$ cat src/design/mem_settings.svh
// sizing of the data memory path; include wherever widths, depth or latency are needed
`ifndef MEM_SETTINGS_SVH
`define MEM_SETTINGS_SVH

// data word width in bits
`define MEM_XLEN 64

// byte address width
`define MEM_AW 32

// ram depth in words, power of two
`define MEM_WORDS 256

`define MEM_LATENCY 3 // accept to response valid, at least 1

`endif

$ cat src/design/lsu_pkg.sv
// pipeline side types of the load/store stage; import wherever a request or word is handled
`include "mem_settings.svh"

package lsu_pkg;

  typedef logic [`MEM_XLEN-1:0] xlen_t;
  typedef logic [`MEM_AW-1:0]   addr_t;

  // log2 of bytes: 0 byte .. 3 doubleword
  typedef logic [1:0] lsu_size_t;

  typedef struct packed {
    logic      is_store;
    logic      sign_ext; // loads only
    lsu_size_t size;
    addr_t     addr;
    xlen_t     wdata;    // store bytes sit at the bottom
  } lsu_req_t;

  typedef enum logic [2:0] {
    IDLE,
    WR_REQ,
    WR_RESP,
    RD_REQ,
    RD_DATA
  } lsu_state_e;

endpackage

$ cat src/design/bus_pkg.sv
// memory bus payload types shared by the access stage and the data ram
`include "mem_settings.svh"

package bus_pkg;
  import lsu_pkg::*;

  typedef logic [`MEM_XLEN/8-1:0] strb_t; // one bit per byte lane

  typedef struct packed {
    addr_t addr; // word aligned, low bits zero
    xlen_t data;
    strb_t strb;
  } bus_wreq_t;

  typedef struct packed {
    addr_t addr;
  } bus_rreq_t;

  // whole word, the stage picks the bytes
  typedef struct packed {
    xlen_t data;
  } bus_rdata_t;

endpackage

$ cat src/design/mem_access_stage.sv
// memory access stage that turns one pipeline load/store into bus transfers and stalls until done
`timescale 1ns/1ps
`include "mem_settings.svh"

module mem_access_stage
  import lsu_pkg::*, bus_pkg::*;
(
  input  logic       clk,
  input  logic       reset_i,
  // pipeline side
  input  logic       req_valid_i,
  input  lsu_req_t   req_i,
  output logic       busy_o,
  output logic       done_o,
  output xlen_t      rdata_o,
  // write request and response
  output logic       wreq_valid_o,
  output bus_wreq_t  wreq_o,
  input  logic       wreq_ready_i,
  input  logic       bresp_valid_i,
  output logic       bresp_ready_o,
  // read request and data
  output logic       rreq_valid_o,
  output bus_rreq_t  rreq_o,
  input  logic       rreq_ready_i,
  input  logic       rdata_valid_i,
  input  bus_rdata_t rdata_i,
  output logic       rdata_ready_o
);

  lsu_state_e state_q;
  logic       taken_q; // set once the response is taken
  logic       accept;
  logic [2:0] off;
  strb_t      strb_base;

  // kept for the load return path
  logic [2:0] off_q;
  lsu_size_t  size_q;
  logic       sext_q;
  xlen_t      rword_q;
  xlen_t      shifted;
  xlen_t      ext;

  assign busy_o = (state_q != IDLE);
  assign accept = req_valid_i && !busy_o;
  assign off    = req_i.addr[2:0];

  assign wreq_valid_o  = (state_q == WR_REQ);
  assign rreq_valid_o  = (state_q == RD_REQ);
  assign bresp_ready_o = (state_q == WR_RESP) && !taken_q;
  assign rdata_ready_o = (state_q == RD_DATA) && !taken_q;

  always_comb begin
    case (req_i.size)
      2'd0:    strb_base = 8'h01;
      2'd1:    strb_base = 8'h03;
      2'd2:    strb_base = 8'h0f;
      default: strb_base = 8'hff;
    endcase
  end

  // pick the addressed bytes, then extend
  always_comb begin
    shifted = rword_q >> {off_q, 3'b000};
    case (size_q)
      2'd0:    ext = sext_q ? {{56{shifted[7]}}, shifted[7:0]} : {56'd0, shifted[7:0]};
      2'd1:    ext = sext_q ? {{48{shifted[15]}}, shifted[15:0]} : {48'd0, shifted[15:0]};
      2'd2:    ext = sext_q ? {{32{shifted[31]}}, shifted[31:0]} : {32'd0, shifted[31:0]};
      default: ext = shifted;
    endcase
  end

  always_ff @(posedge clk) begin
    if (reset_i) begin
      state_q <= IDLE;
      taken_q <= 1'b0;
      done_o  <= 1'b0;
      rdata_o <= '0;
    end else begin
      done_o <= 1'b0;
      case (state_q)
        IDLE: begin
          if (accept) begin
            state_q <= req_i.is_store ? WR_REQ : RD_REQ;
          end
        end
        WR_REQ: begin
          if (wreq_ready_i) state_q <= WR_RESP;
        end
        WR_RESP: begin
          if (taken_q) begin
            state_q <= IDLE;
            taken_q <= 1'b0;
            done_o  <= 1'b1;
          end else if (bresp_valid_i) begin
            taken_q <= 1'b1;
          end
        end
        RD_REQ: begin
          if (rreq_ready_i) state_q <= RD_DATA;
        end
        RD_DATA: begin
          if (taken_q) begin
            state_q <= IDLE;
            taken_q <= 1'b0;
            done_o  <= 1'b1;
            rdata_o <= ext; // holds until the next load
          end else if (rdata_valid_i) begin
            taken_q <= 1'b1;
          end
        end
        default: state_q <= IDLE;
      endcase
    end
  end

  // payloads load once per access and hold through the handshakes
  always_ff @(posedge clk) begin
    if (accept) begin
      wreq_o.addr <= {req_i.addr[`MEM_AW-1:3], 3'b000};
      wreq_o.data <= req_i.wdata << {off, 3'b000};
      wreq_o.strb <= strb_base << off;
      rreq_o.addr <= {req_i.addr[`MEM_AW-1:3], 3'b000};
      off_q       <= off;
      size_q      <= req_i.size;
      sext_q      <= req_i.sign_ext;
    end
    if (rdata_valid_i && rdata_ready_o) begin
      rword_q <= rdata_i.data;
    end
  end

endmodule

$ cat config.mk
export PLATFORM = sky130hd
export DESIGN_NAME = mem_access_stage
export DESIGN_NICKNAME = d
export VERILOG_FILES = /design/src/design/lsu_pkg.sv /design/src/design/bus_pkg.sv /design/src/design/mem_access_stage.sv
export VERILOG_INCLUDE_DIRS = /design/src /design/src/design
export SDC_FILE = /design/constraint.sdc
export NUM_CORES = 1
export LEC_CHECK = 0
export ABC_AREA = 1
export BUFFER_PORTS_ARGS = -buffer_cell sky130_fd_sc_hd__clkbuf_2
export CAP_MARGIN = 30
export CELL_PAD_IN_SITES_DETAIL_PLACEMENT = 1
export CELL_PAD_IN_SITES_GLOBAL_PLACEMENT = 1
export CORE_MARGIN = 2
export CORE_UTILIZATION = 37
export CTS_BUF_LIST = sky130_fd_sc_hd__clkbuf_4 sky130_fd_sc_hd__clkbuf_8 sky130_fd_sc_hd__clkbuf_16
export DETAILED_ROUTE_END_ITERATION = 8
export GPL_ROUTABILITY_DRIVEN = 0
export PLACE_DENSITY_LB_ADDON = 0.1
export SETUP_SLACK_MARGIN = 0.05
export SLEW_MARGIN = 20
export SYNTH_ARGS = -nofsm -noshare
export SYNTH_HDL_FRONTEND = slang
export SYNTH_SLANG_ARGS = --single-unit
$ cat constraint.sdc
create_clock -name clk -period 8.3 [get_ports clk]
set_input_delay 1.245 -clock clk [delete_from_list [all_inputs] [get_ports clk]]
set_output_delay 1.245 -clock clk [all_outputs]
set_load 0.03 [all_outputs]
* Yosys cells after proc, flatten, opt, wreduce, memory -nomap -nowiden
Index checks and enable logic that the tools add are counted.
Widths: inputs -> output; s select.
** Cells by class
- Equality and inequality tests :: 12
- Multiplexer cells :: 17
- Bitwise operators :: 1
- Reductions and logical operators :: 15
- Shifts and indexed selects :: 3
** Operator list (number)
- $mux 64 :: 3
- $pmux 64 s3 :: 1
- $shl 64x6->64 :: 1
- $shr 64x6->64 :: 1
- $pmux 8 s3 :: 1
- $mux 3 :: 4
- $pmux 3 s4 :: 1
- $shl 8x3->8 :: 1
- $eq 3x2->1 const B :: 2
- $ne 2x1->1 const B :: 3
- $mux 1 :: 5
- $eq 2x1->1 const B :: 2
- $eq 2x2->1 const B :: 2
- $logic_and 1x1->1 :: 4
- $logic_not 2->1 :: 2
- $reduce_and 4->1 :: 1
- $reduce_or 2->1 :: 2
- $eq 3x1->1 const B :: 1
- $eq 3x3->1 const B :: 1
- $logic_not 3->1 :: 1
- $reduce_bool 3->1 :: 1
- $logic_not 1->1 :: 2
- $mux 2 :: 1
- $ne 2x2->1 const B :: 1
- 4 further kinds :: 4
** Storage, ports and cells
- Output and inout bits :: 206
- Input bits :: 171
- Logic and storage cells :: 59
- Bits in registers :: 240

* Depth between registers and ports, before layout
Gate-level depths: netlist of run 1.
- Depth in word-level cells :: 5
- Mapped depth :: 11
- Mapped depth without buffers :: 10

* Worst setup path after synthesis of run 1
OpenSTA, ideal clock, no wires.
- Path type :: input to register
- Start point :: input port wreq_ready_i
- End point :: register off_q[0], enable pin
- Stages on the path :: 6
- Slack :: 1727 ps
- Buffers on the path :: 0
- Arrival time :: 5999 ps
- Path through :: inv_1 > nand2_1 > nand2_1 > nor2_1 > nand2_1 > nor2_1
** RTL lines
- start, declared :: RTL line mem_access_stage.sv:19 : input logic wreq_ready_i,
- end signal, assigned :: RTL line mem_access_stage.sv:125 : off_q <= off;
- end, declared :: RTL line mem_access_stage.sv:38 : logic [2:0] off_q;

* Worst setup path after layout of run 1
- Start point :: input port req_i[64] (netlist name)
- End point :: register wreq_o[70] (netlist name), data pin
** Between the ends
- Word-level cells in the longest chain between the ends :: 1
** RTL lines
- start, declared :: RTL line mem_access_stage.sv:12 : input lsu_req_t req_i,
- $shl 64x6->64 :: RTL line mem_access_stage.sv:122 : wreq_o.data <= req_i.wdata << {off, 3'b000};
- end, declared :: RTL line mem_access_stage.sv:18 : output bus_wreq_t wreq_o,
No other way between the ends.
A chain may end at the register's enable or synchronous reset.

==> results of run 1 <==
==> per-layer routing <==
layer  up-vias  wire length, um
met2       331            21700
met1      5065            16500
met4         6             1400
met3        75             2860
li1       5104                -
met5         -               38
==> synthesized netlist by cell type (7+ instances only) <==
library cell  instances
buf_1                14
dfxtp_1              69
inv_1                70
o211ai_1             19
o21ai_1               7
nand3_1             133
edfxtp_1            171
nand2_1             380
nor2_1              128
buf_2                26
mux2i_1              21
clkbuf_1             40
o22ai_1               8
a21oi_1              41
o21a_1               14
o21ai_0             146
buf_4                38
==> report_power, final <==
| part | switching [mW] | internal (mW) |
|---|---|---|
| clock | 0.500 | 0.819 |
| combinational | 1.89 | 0.549 |
| sequential | 0.170 | 1.74 |
| total | 2.56 | 3.11 |
==> per-stage QoR <==
stage,std cells,setup slack [ns]
2_1_floorplan,1357,1.73
3_3_place_gp,2013,4.40
3_5_place_dp,2013,4.37
4_1_cts,2065,4.94
5_1_grt,2067,4.77
6_report,2068,4.98
==> cell usage in the layout, fill, tap and decap left out, types with 2 or more instances in the layout <==
cell type   Yosys  routed
nand2_1       380     380
clkbuf_2        0     370
edfxtp_1      171     171
o21ai_0       146     146
nand3_1       133     132
nor2_1        128     127
inv_1          70      69
dfxtp_1        69      69
a21oi_1        41      41
clkbuf_16       0      29
mux2i_1        21      21
o211ai_1       19      19
o21a_1         14      14
buf_4          38      12
o22ai_1         8       8
clkbuf_4        0       8
o21ai_1         7       7
inv_2           5       6
conb_1          1       6
clkinv_2        0       6
bufinv_16       0       5
clkinv_1        2       4
nor3_1          3       3
diode_2         0       2
a22oi_1         2       2
a31oi_1         2       2
nor2_4          1       2
nand3_2         1       2
clkinvlp_4      0       2
==> sequential cells by signal (all words and copies together) (netlist names) <==
name and cells:
taken_q 1, off_q 3, size_q 2, done_o 1
rword_q 64, sext_q 1, rdata_o 64, state_q 3
wreq_o 101
==> worst reg2reg max path, cell delays in order (launching register included) <==
cell and delay [ns]:
dfxtp_1 0.41, inv_2 0.06, nand3_1 0.19, nand2_1 0.14, nand2_1 0.11, nand2_1 0.13
nor2_4 0.21, buf_4 0.66, buf_4 0.71
==> worst paths after layout <==
check                     startpoint              endpoint  cells after the start
max reg2reg  state_q[1]$_SDFFE_PP0P_    off_q[1]$_DFFE_PP_                      8
max                        req_i[64]  wreq_o[70]$_DFFE_PP_                      7
min             taken_q$_SDFFE_PP0N_     done_o$_SDFF_PP0_                      2
min reg2reg     taken_q$_SDFFE_PP0N_     done_o$_SDFF_PP0_                      2
==> kinds of logic after synthesis <==
| family | after synthesis | share of synthesized area |
|---|---|---|
| DFF | 240 | 0.560 |
| and+or+nand+nor | 651 | 0.228 |
| buffers and inverters | 199 | 0.0818 |
| muxes | 21 | 0.0181 |
| AOI/OAI and AO/OA | 240 | 0.112 |
| other | 1 | 0.000322 |
==> area by class of cell <==
type                            count  share of cell area
Tap cell                          396              0.0343
Sequential cell                   240               0.451
Antenna cell                        2            0.000346
Clock inverter                     15              0.0140
Inverter                           77              0.0200
Multi-Input combinational cell    918               0.291
Timing Repair Buffer              383               0.136
Clock buffer                       37              0.0543
==> results.sh, run 1 <==
export IMPL_critPathCaptureType="register"
export IMPL_holdWs_ns=0.485
export IMPL_finalSetupViolCount=0
export IMPL_slowest_stage="clkinv_1"
export IMPL_tns_ns=0
export IMPL_yosys_area_top_type="edfxtp_1"
export IMPL_routedWlPerCell_um=20.5
export IMPL_arrival_ns=3.60
export IMPL_drt_pass1_iterations=5
export IMPL_hold_viol=0
export IMPL_hold_class="reg -> reg"
export IMPL_tightestPinTransition_ns=0.885
export IMPL_fin_skew_ns=0.0176
export IMPL_ys_warn_count=0
export IMPL_wl_um=42500
export IMPL_ant_nets=0
export IMPL_path_max_fanout=71
export IMPL_syn_area_per_cell_um2=8.61
export IMPL_synth_seq_area_share=0.560
export IMPL_fmax_ghz=0.301
export IMPL_die_area_mm2=0.0329
export IMPL_first_iter_violations=683
export IMPL_post_cts_buffers=0
export IMPL_totalPowerFinal_mw=5.67
export IMPL_cts_buffer_depth=3
export IMPL_nNetsFinal=1819
export IMPL_crit_chain="clkbuf_2 > buf_4 > clkinv_1 > nand2_1 > o21ai_0 > o21ai_0 > o21ai_0"
export IMPL_fp_row_count=64
export IMPL_grt_max_degree=82
export IMPL_critPathKind="in -> reg"
export IMPL_cts_buffers=28
export IMPL_multi_input_area_mm2=0.00421
export IMPL_synth_area_mm2=0.0116
export IMPL_met1_usage=0.289
export IMPL_design_area_mm2=0.0145
export IMPL_htreeDepth=1
export IMPL_cts_tree="yes"
export IMPL_critPathLaunchType="primary input"
export IMPL_max_slew_margin=0.410
export IMPL_outcome="completed"
export IMPL_rsz0062_at_grt="false"
export IMPL_peakVddDrop_mv=0.227
export IMPL_grt_remaining_overflow=0
export IMPL_route_detailed_drc=0
export IMPL_port_buffers=370
export IMPL_critPathMaxStageDelay_ns=0.89
export IMPL_reg2reg_slack_ns=5.30
export IMPL_holdBufCountCts=0
export IMPL_drv_cap=0
export IMPL_drive_gt1_frac=0.268
export IMPL_cts_resized=0
export IMPL_clk_pin_slew_ns=0.06
export IMPL_grt_pass1_wl_um=63800
export IMPL_io_pins=377
export IMPL_core_mm2=0.0307
export IMPL_slew_violations=0
export IMPL_cp_required_ns=8.58
export IMPL_synthFlopType="edfxtp_1"
export IMPL_synth_seq_cells=240
export IMPL_grt_use_total=0.252
export IMPL_path_buf_inv=3
export IMPL_power_leakage_nw=6.80
export IMPL_synth_edf_count=171
export IMPL_dieWidth_um=181
export IMPL_synth_top_cell_area_share=0.441
export IMPL_yosys_top_cells_area="edfxtp_1 44%, nand2_1 12%, dfxtp_1 12%"
export IMPL_cts_root_buffer_cell="clkbuf_16"
export IMPL_synthesis_instances=1352
export IMPL_cts_sinks=240
export IMPL_die_h_um=181
export IMPL_hpwlAfterDp_um=31300
export IMPL_insertion_delay_ns=0.55
export IMPL_grt_busiest_layer="met2"
export IMPL_seqCellArea_mm2=0.00652
export IMPL_powerDensity_mw_per_mm2=392
export IMPL_nFillCells=3808
export IMPL_via_count=10600
export IMPL_use_met2=0.457
export IMPL_grtUsageMet3=0.0628
export IMPL_antenna_found_initial=5
export IMPL_synth_async_reset_ratio=0
export IMPL_area_delta_synth_final_pct=24.2
export IMPL_yosysUniqueCellTypes=32
export IMPL_finalCritPeriodShare=0.400
export IMPL_crit_top_cell="o21ai_0"
export IMPL_crit_family="buffers and inverters"
export IMPL_initial_core_util=0.379
export IMPL_fin_util=0.470
export IMPL_fin_crit_ns=3.32
export IMPL_routed_via_density=5.12
export IMPL_grt_pass1_vias=10900
export IMPL_place_area_mm2=0.0134
(Power assumes the default switching activity.)
==> run 2: changes to the inputs <==
CORE_UTILIZATION = 34   (was 37)
clock period = 2.9 ns   (was 8.3 ns; I/O delays follow)
==> run 2 against run 1 <==
Register-to-register slack got worse by 4.7 ns. Combinational power rose to 3.0 times the previous value. Worst setup slack got worse by 4.3 ns. Global-route usage shrank 2.0 points. Final area is 1.5% higher. Critical endpoint is now rdata_o[23]$_SDFFE_PP0P_. Highest routed layer unchanged.
==> results.sh, run 2 (synthesis gave the netlist of run 1 again) <==
export IMPL_cts_tree="yes"
export IMPL_peakVddDrop_mv=0.606
export IMPL_drt_pass1_iterations=5
export IMPL_cts_buffers=29
export IMPL_path_max_fanout=43
export IMPL_dieWidth_um=189
export IMPL_die_h_um=189
export IMPL_critPathLaunchType="register"
export IMPL_slew_violations=0
export IMPL_timing_final_ws_setup_ns=0.639
export IMPL_area_delta_synth_final_pct=26.1
export IMPL_largest_register="wreq_o"
export IMPL_max_slew_margin=0.387
export IMPL_endpoint="rdata_o[23]$_SDFFE_PP0P_"
export IMPL_io_pins=377
export IMPL_powerDensity_mw_per_mm2=1120
export IMPL_final_cells=2129
export IMPL_drv_cap=0
export IMPL_htreeDepth=1
export IMPL_tns_ns=0
export IMPL_antennaDiodeCount=0
export IMPL_finalCritPeriodShare=0.780
export IMPL_pwr_share_seq=0.332
export IMPL_post_cts_buffers=0
export IMPL_cts_root_buffer_cell="clkbuf_16"
export IMPL_fin_util=0.437
export IMPL_totalPowerFinal_mw=16.4
export IMPL_grt_pass1_wl_um=63200
export IMPL_fmax_ghz=0.442
export IMPL_critPathCaptureType="register"
export IMPL_critPathKind="reg -> reg"
export IMPL_hold_depth=1
export IMPL_port_buffers=370
export IMPL_routedWlPerCell_um=19.9
export IMPL_clk_pin_slew_ns=0.07
export IMPL_core_mm2=0.0336
export IMPL_grt_pass1_vias=10500
export IMPL_r2r_cells=8
export IMPL_finalSetupViolCount=0
export IMPL_rsz0062_at_grt="false"
export IMPL_reg_largest_list="wreq_o (101), rdata_o (64), rword_q (64)"
export IMPL_grt_max_degree=71
export IMPL_p_int_mw=8.80
export IMPL_post_place_ws_ns=0.604
export IMPL_fin_skew_ns=0.0205
export IMPL_rr_startpoint="off_q[0]$_DFFE_PP_"
export IMPL_fp_row_count=67
export IMPL_cts_buffer_depth=3
export IMPL_route_detailed_drc=0
export IMPL_holdWs_ns=0.0332
export IMPL_wl_um=42500
export IMPL_via_count=10600
export IMPL_place_area_mm2=0.0138
export IMPL_ant_nets=0
export IMPL_routed_via_density=4.97
export IMPL_power_leakage_nw=6.84
export IMPL_cts_sinks=240
export IMPL_hpwlAfterDp_um=31900
export IMPL_largest_reg_flops=101
export IMPL_antenna_found_initial=4
export IMPL_p_sw_mw=7.60
export IMPL_cts_resized=0
export IMPL_reg2reg_slack_ns=0.64
export IMPL_critPathLaunch="off_q[0]$_DFFE_PP_"
export IMPL_tightestPinTransition_ns=0.914
export IMPL_grt_remaining_overflow=0
export IMPL_first_iter_violations=732
export IMPL_insertion_delay_ns=0.57
export IMPL_p_comb_frac=0.450
export IMPL_hold_viol=0
export IMPL_cp_required_ns=3.36
export IMPL_drive_gt1_frac=0.275
export IMPL_die_area_mm2=0.0357
export IMPL_switching_share=0.463
export IMPL_clkPwrFrac=0.217
export IMPL_holdBufCountCts=0
export IMPL_design_area_mm2=0.0147
export IMPL_final_common_cell="nand2_1"
export IMPL_grt_use_total=0.232
export IMPL_hold_class="in -> reg"
export IMPL_final_cell_mix="378 x nand2_1, 370 x clkbuf_2, 171 x edfxtp_1"
export IMPL_r2r_end="rdata_o[23]$_SDFFE_PP0P_"
export IMPL_placedCellCount=2078
export IMPL_nNetsFinal=1832
export IMPL_arrival_ns=2.72
export IMPL_fin_crit_ns=2.26
export IMPL_initial_core_util=0.346
export IMPL_outcome="completed"
run 2: changes by cell type in the layout (fill, tap and decap cells not counted), moves of 3 or more:
| cell | delta |
|---|---|
| buf_12 | +6 |
| buf_4 | +6 |
| clkbuf_4 | -8 |
| clkinv_1 | +5 |
| dfxtp_1 | -3 |
| inv_6 | +3 |
run 2: cell type report:
cell class,instances,area (um2)
Fill cell,4079,18900
Sequential cell,240,6520
Multi-Input combinational cell,918,4250
Timing Repair Buffer,395,2130
Clock buffer,29,726
Tap cell,448,561
Inverter,77,298
Clock inverter,22,195
run 2: power groups by stage:
stage / clock network [mW] / logic, mW / registers, mW
after floorplan: 0 / 3.44 / 7.11
after detailed placement: 0 / 7.37 / 5.51
final: 3.56 / 7.39 / 5.45
after global routing: 3.79 / 7.91 / 5.56
after CTS: 3.65 / 7.40 / 5.46
after global placement: 0 / 7.36 / 5.49
run 2: per-layer routing:
| metal | GRT usage | vias up | part of all wire |
|---|---|---|---|
| li1 | - | 5116 | - |
| met1 | 0.322 | 5029 | 0.44 |
| met3 | 0.0639 | 59 | 0.095 |
| met2 | 0.355 | 374 | 0.44 |
| met5 | 0 | - | 0.00097 |
| met4 | 0.0628 | 6 | 0.022 |
run 2: critical path, cell delays in order (launching register included):
cell      delay [ns]
edfxtp_1        0.40
inv_2           0.52
nand2_1         0.16
nand3_1         0.13
nand3_1         0.11
nand3_2         0.15
nand3_4         0.34
nor2_1          0.26
nor2_1          0.06
run 2: worst min path at each step:
stage	startpoint	endpoint
final	rdata_i[47]	rword_q[47]$_DFFE_PP_
after CTS	rdata_i[47]	rword_q[47]$_DFFE_PP_
after global routing	rdata_i[9]	rword_q[9]$_DFFE_PP_
after floorplan	taken_q$_SDFFE_PP0N_	done_o$_SDFF_PP0_
after detailed placement	rdata_o[5]$_SDFFE_PP0P_	rdata_o[5]$_SDFFE_PP0P_
after global placement	taken_q$_SDFFE_PP0N_	done_o$_SDFF_PP0_
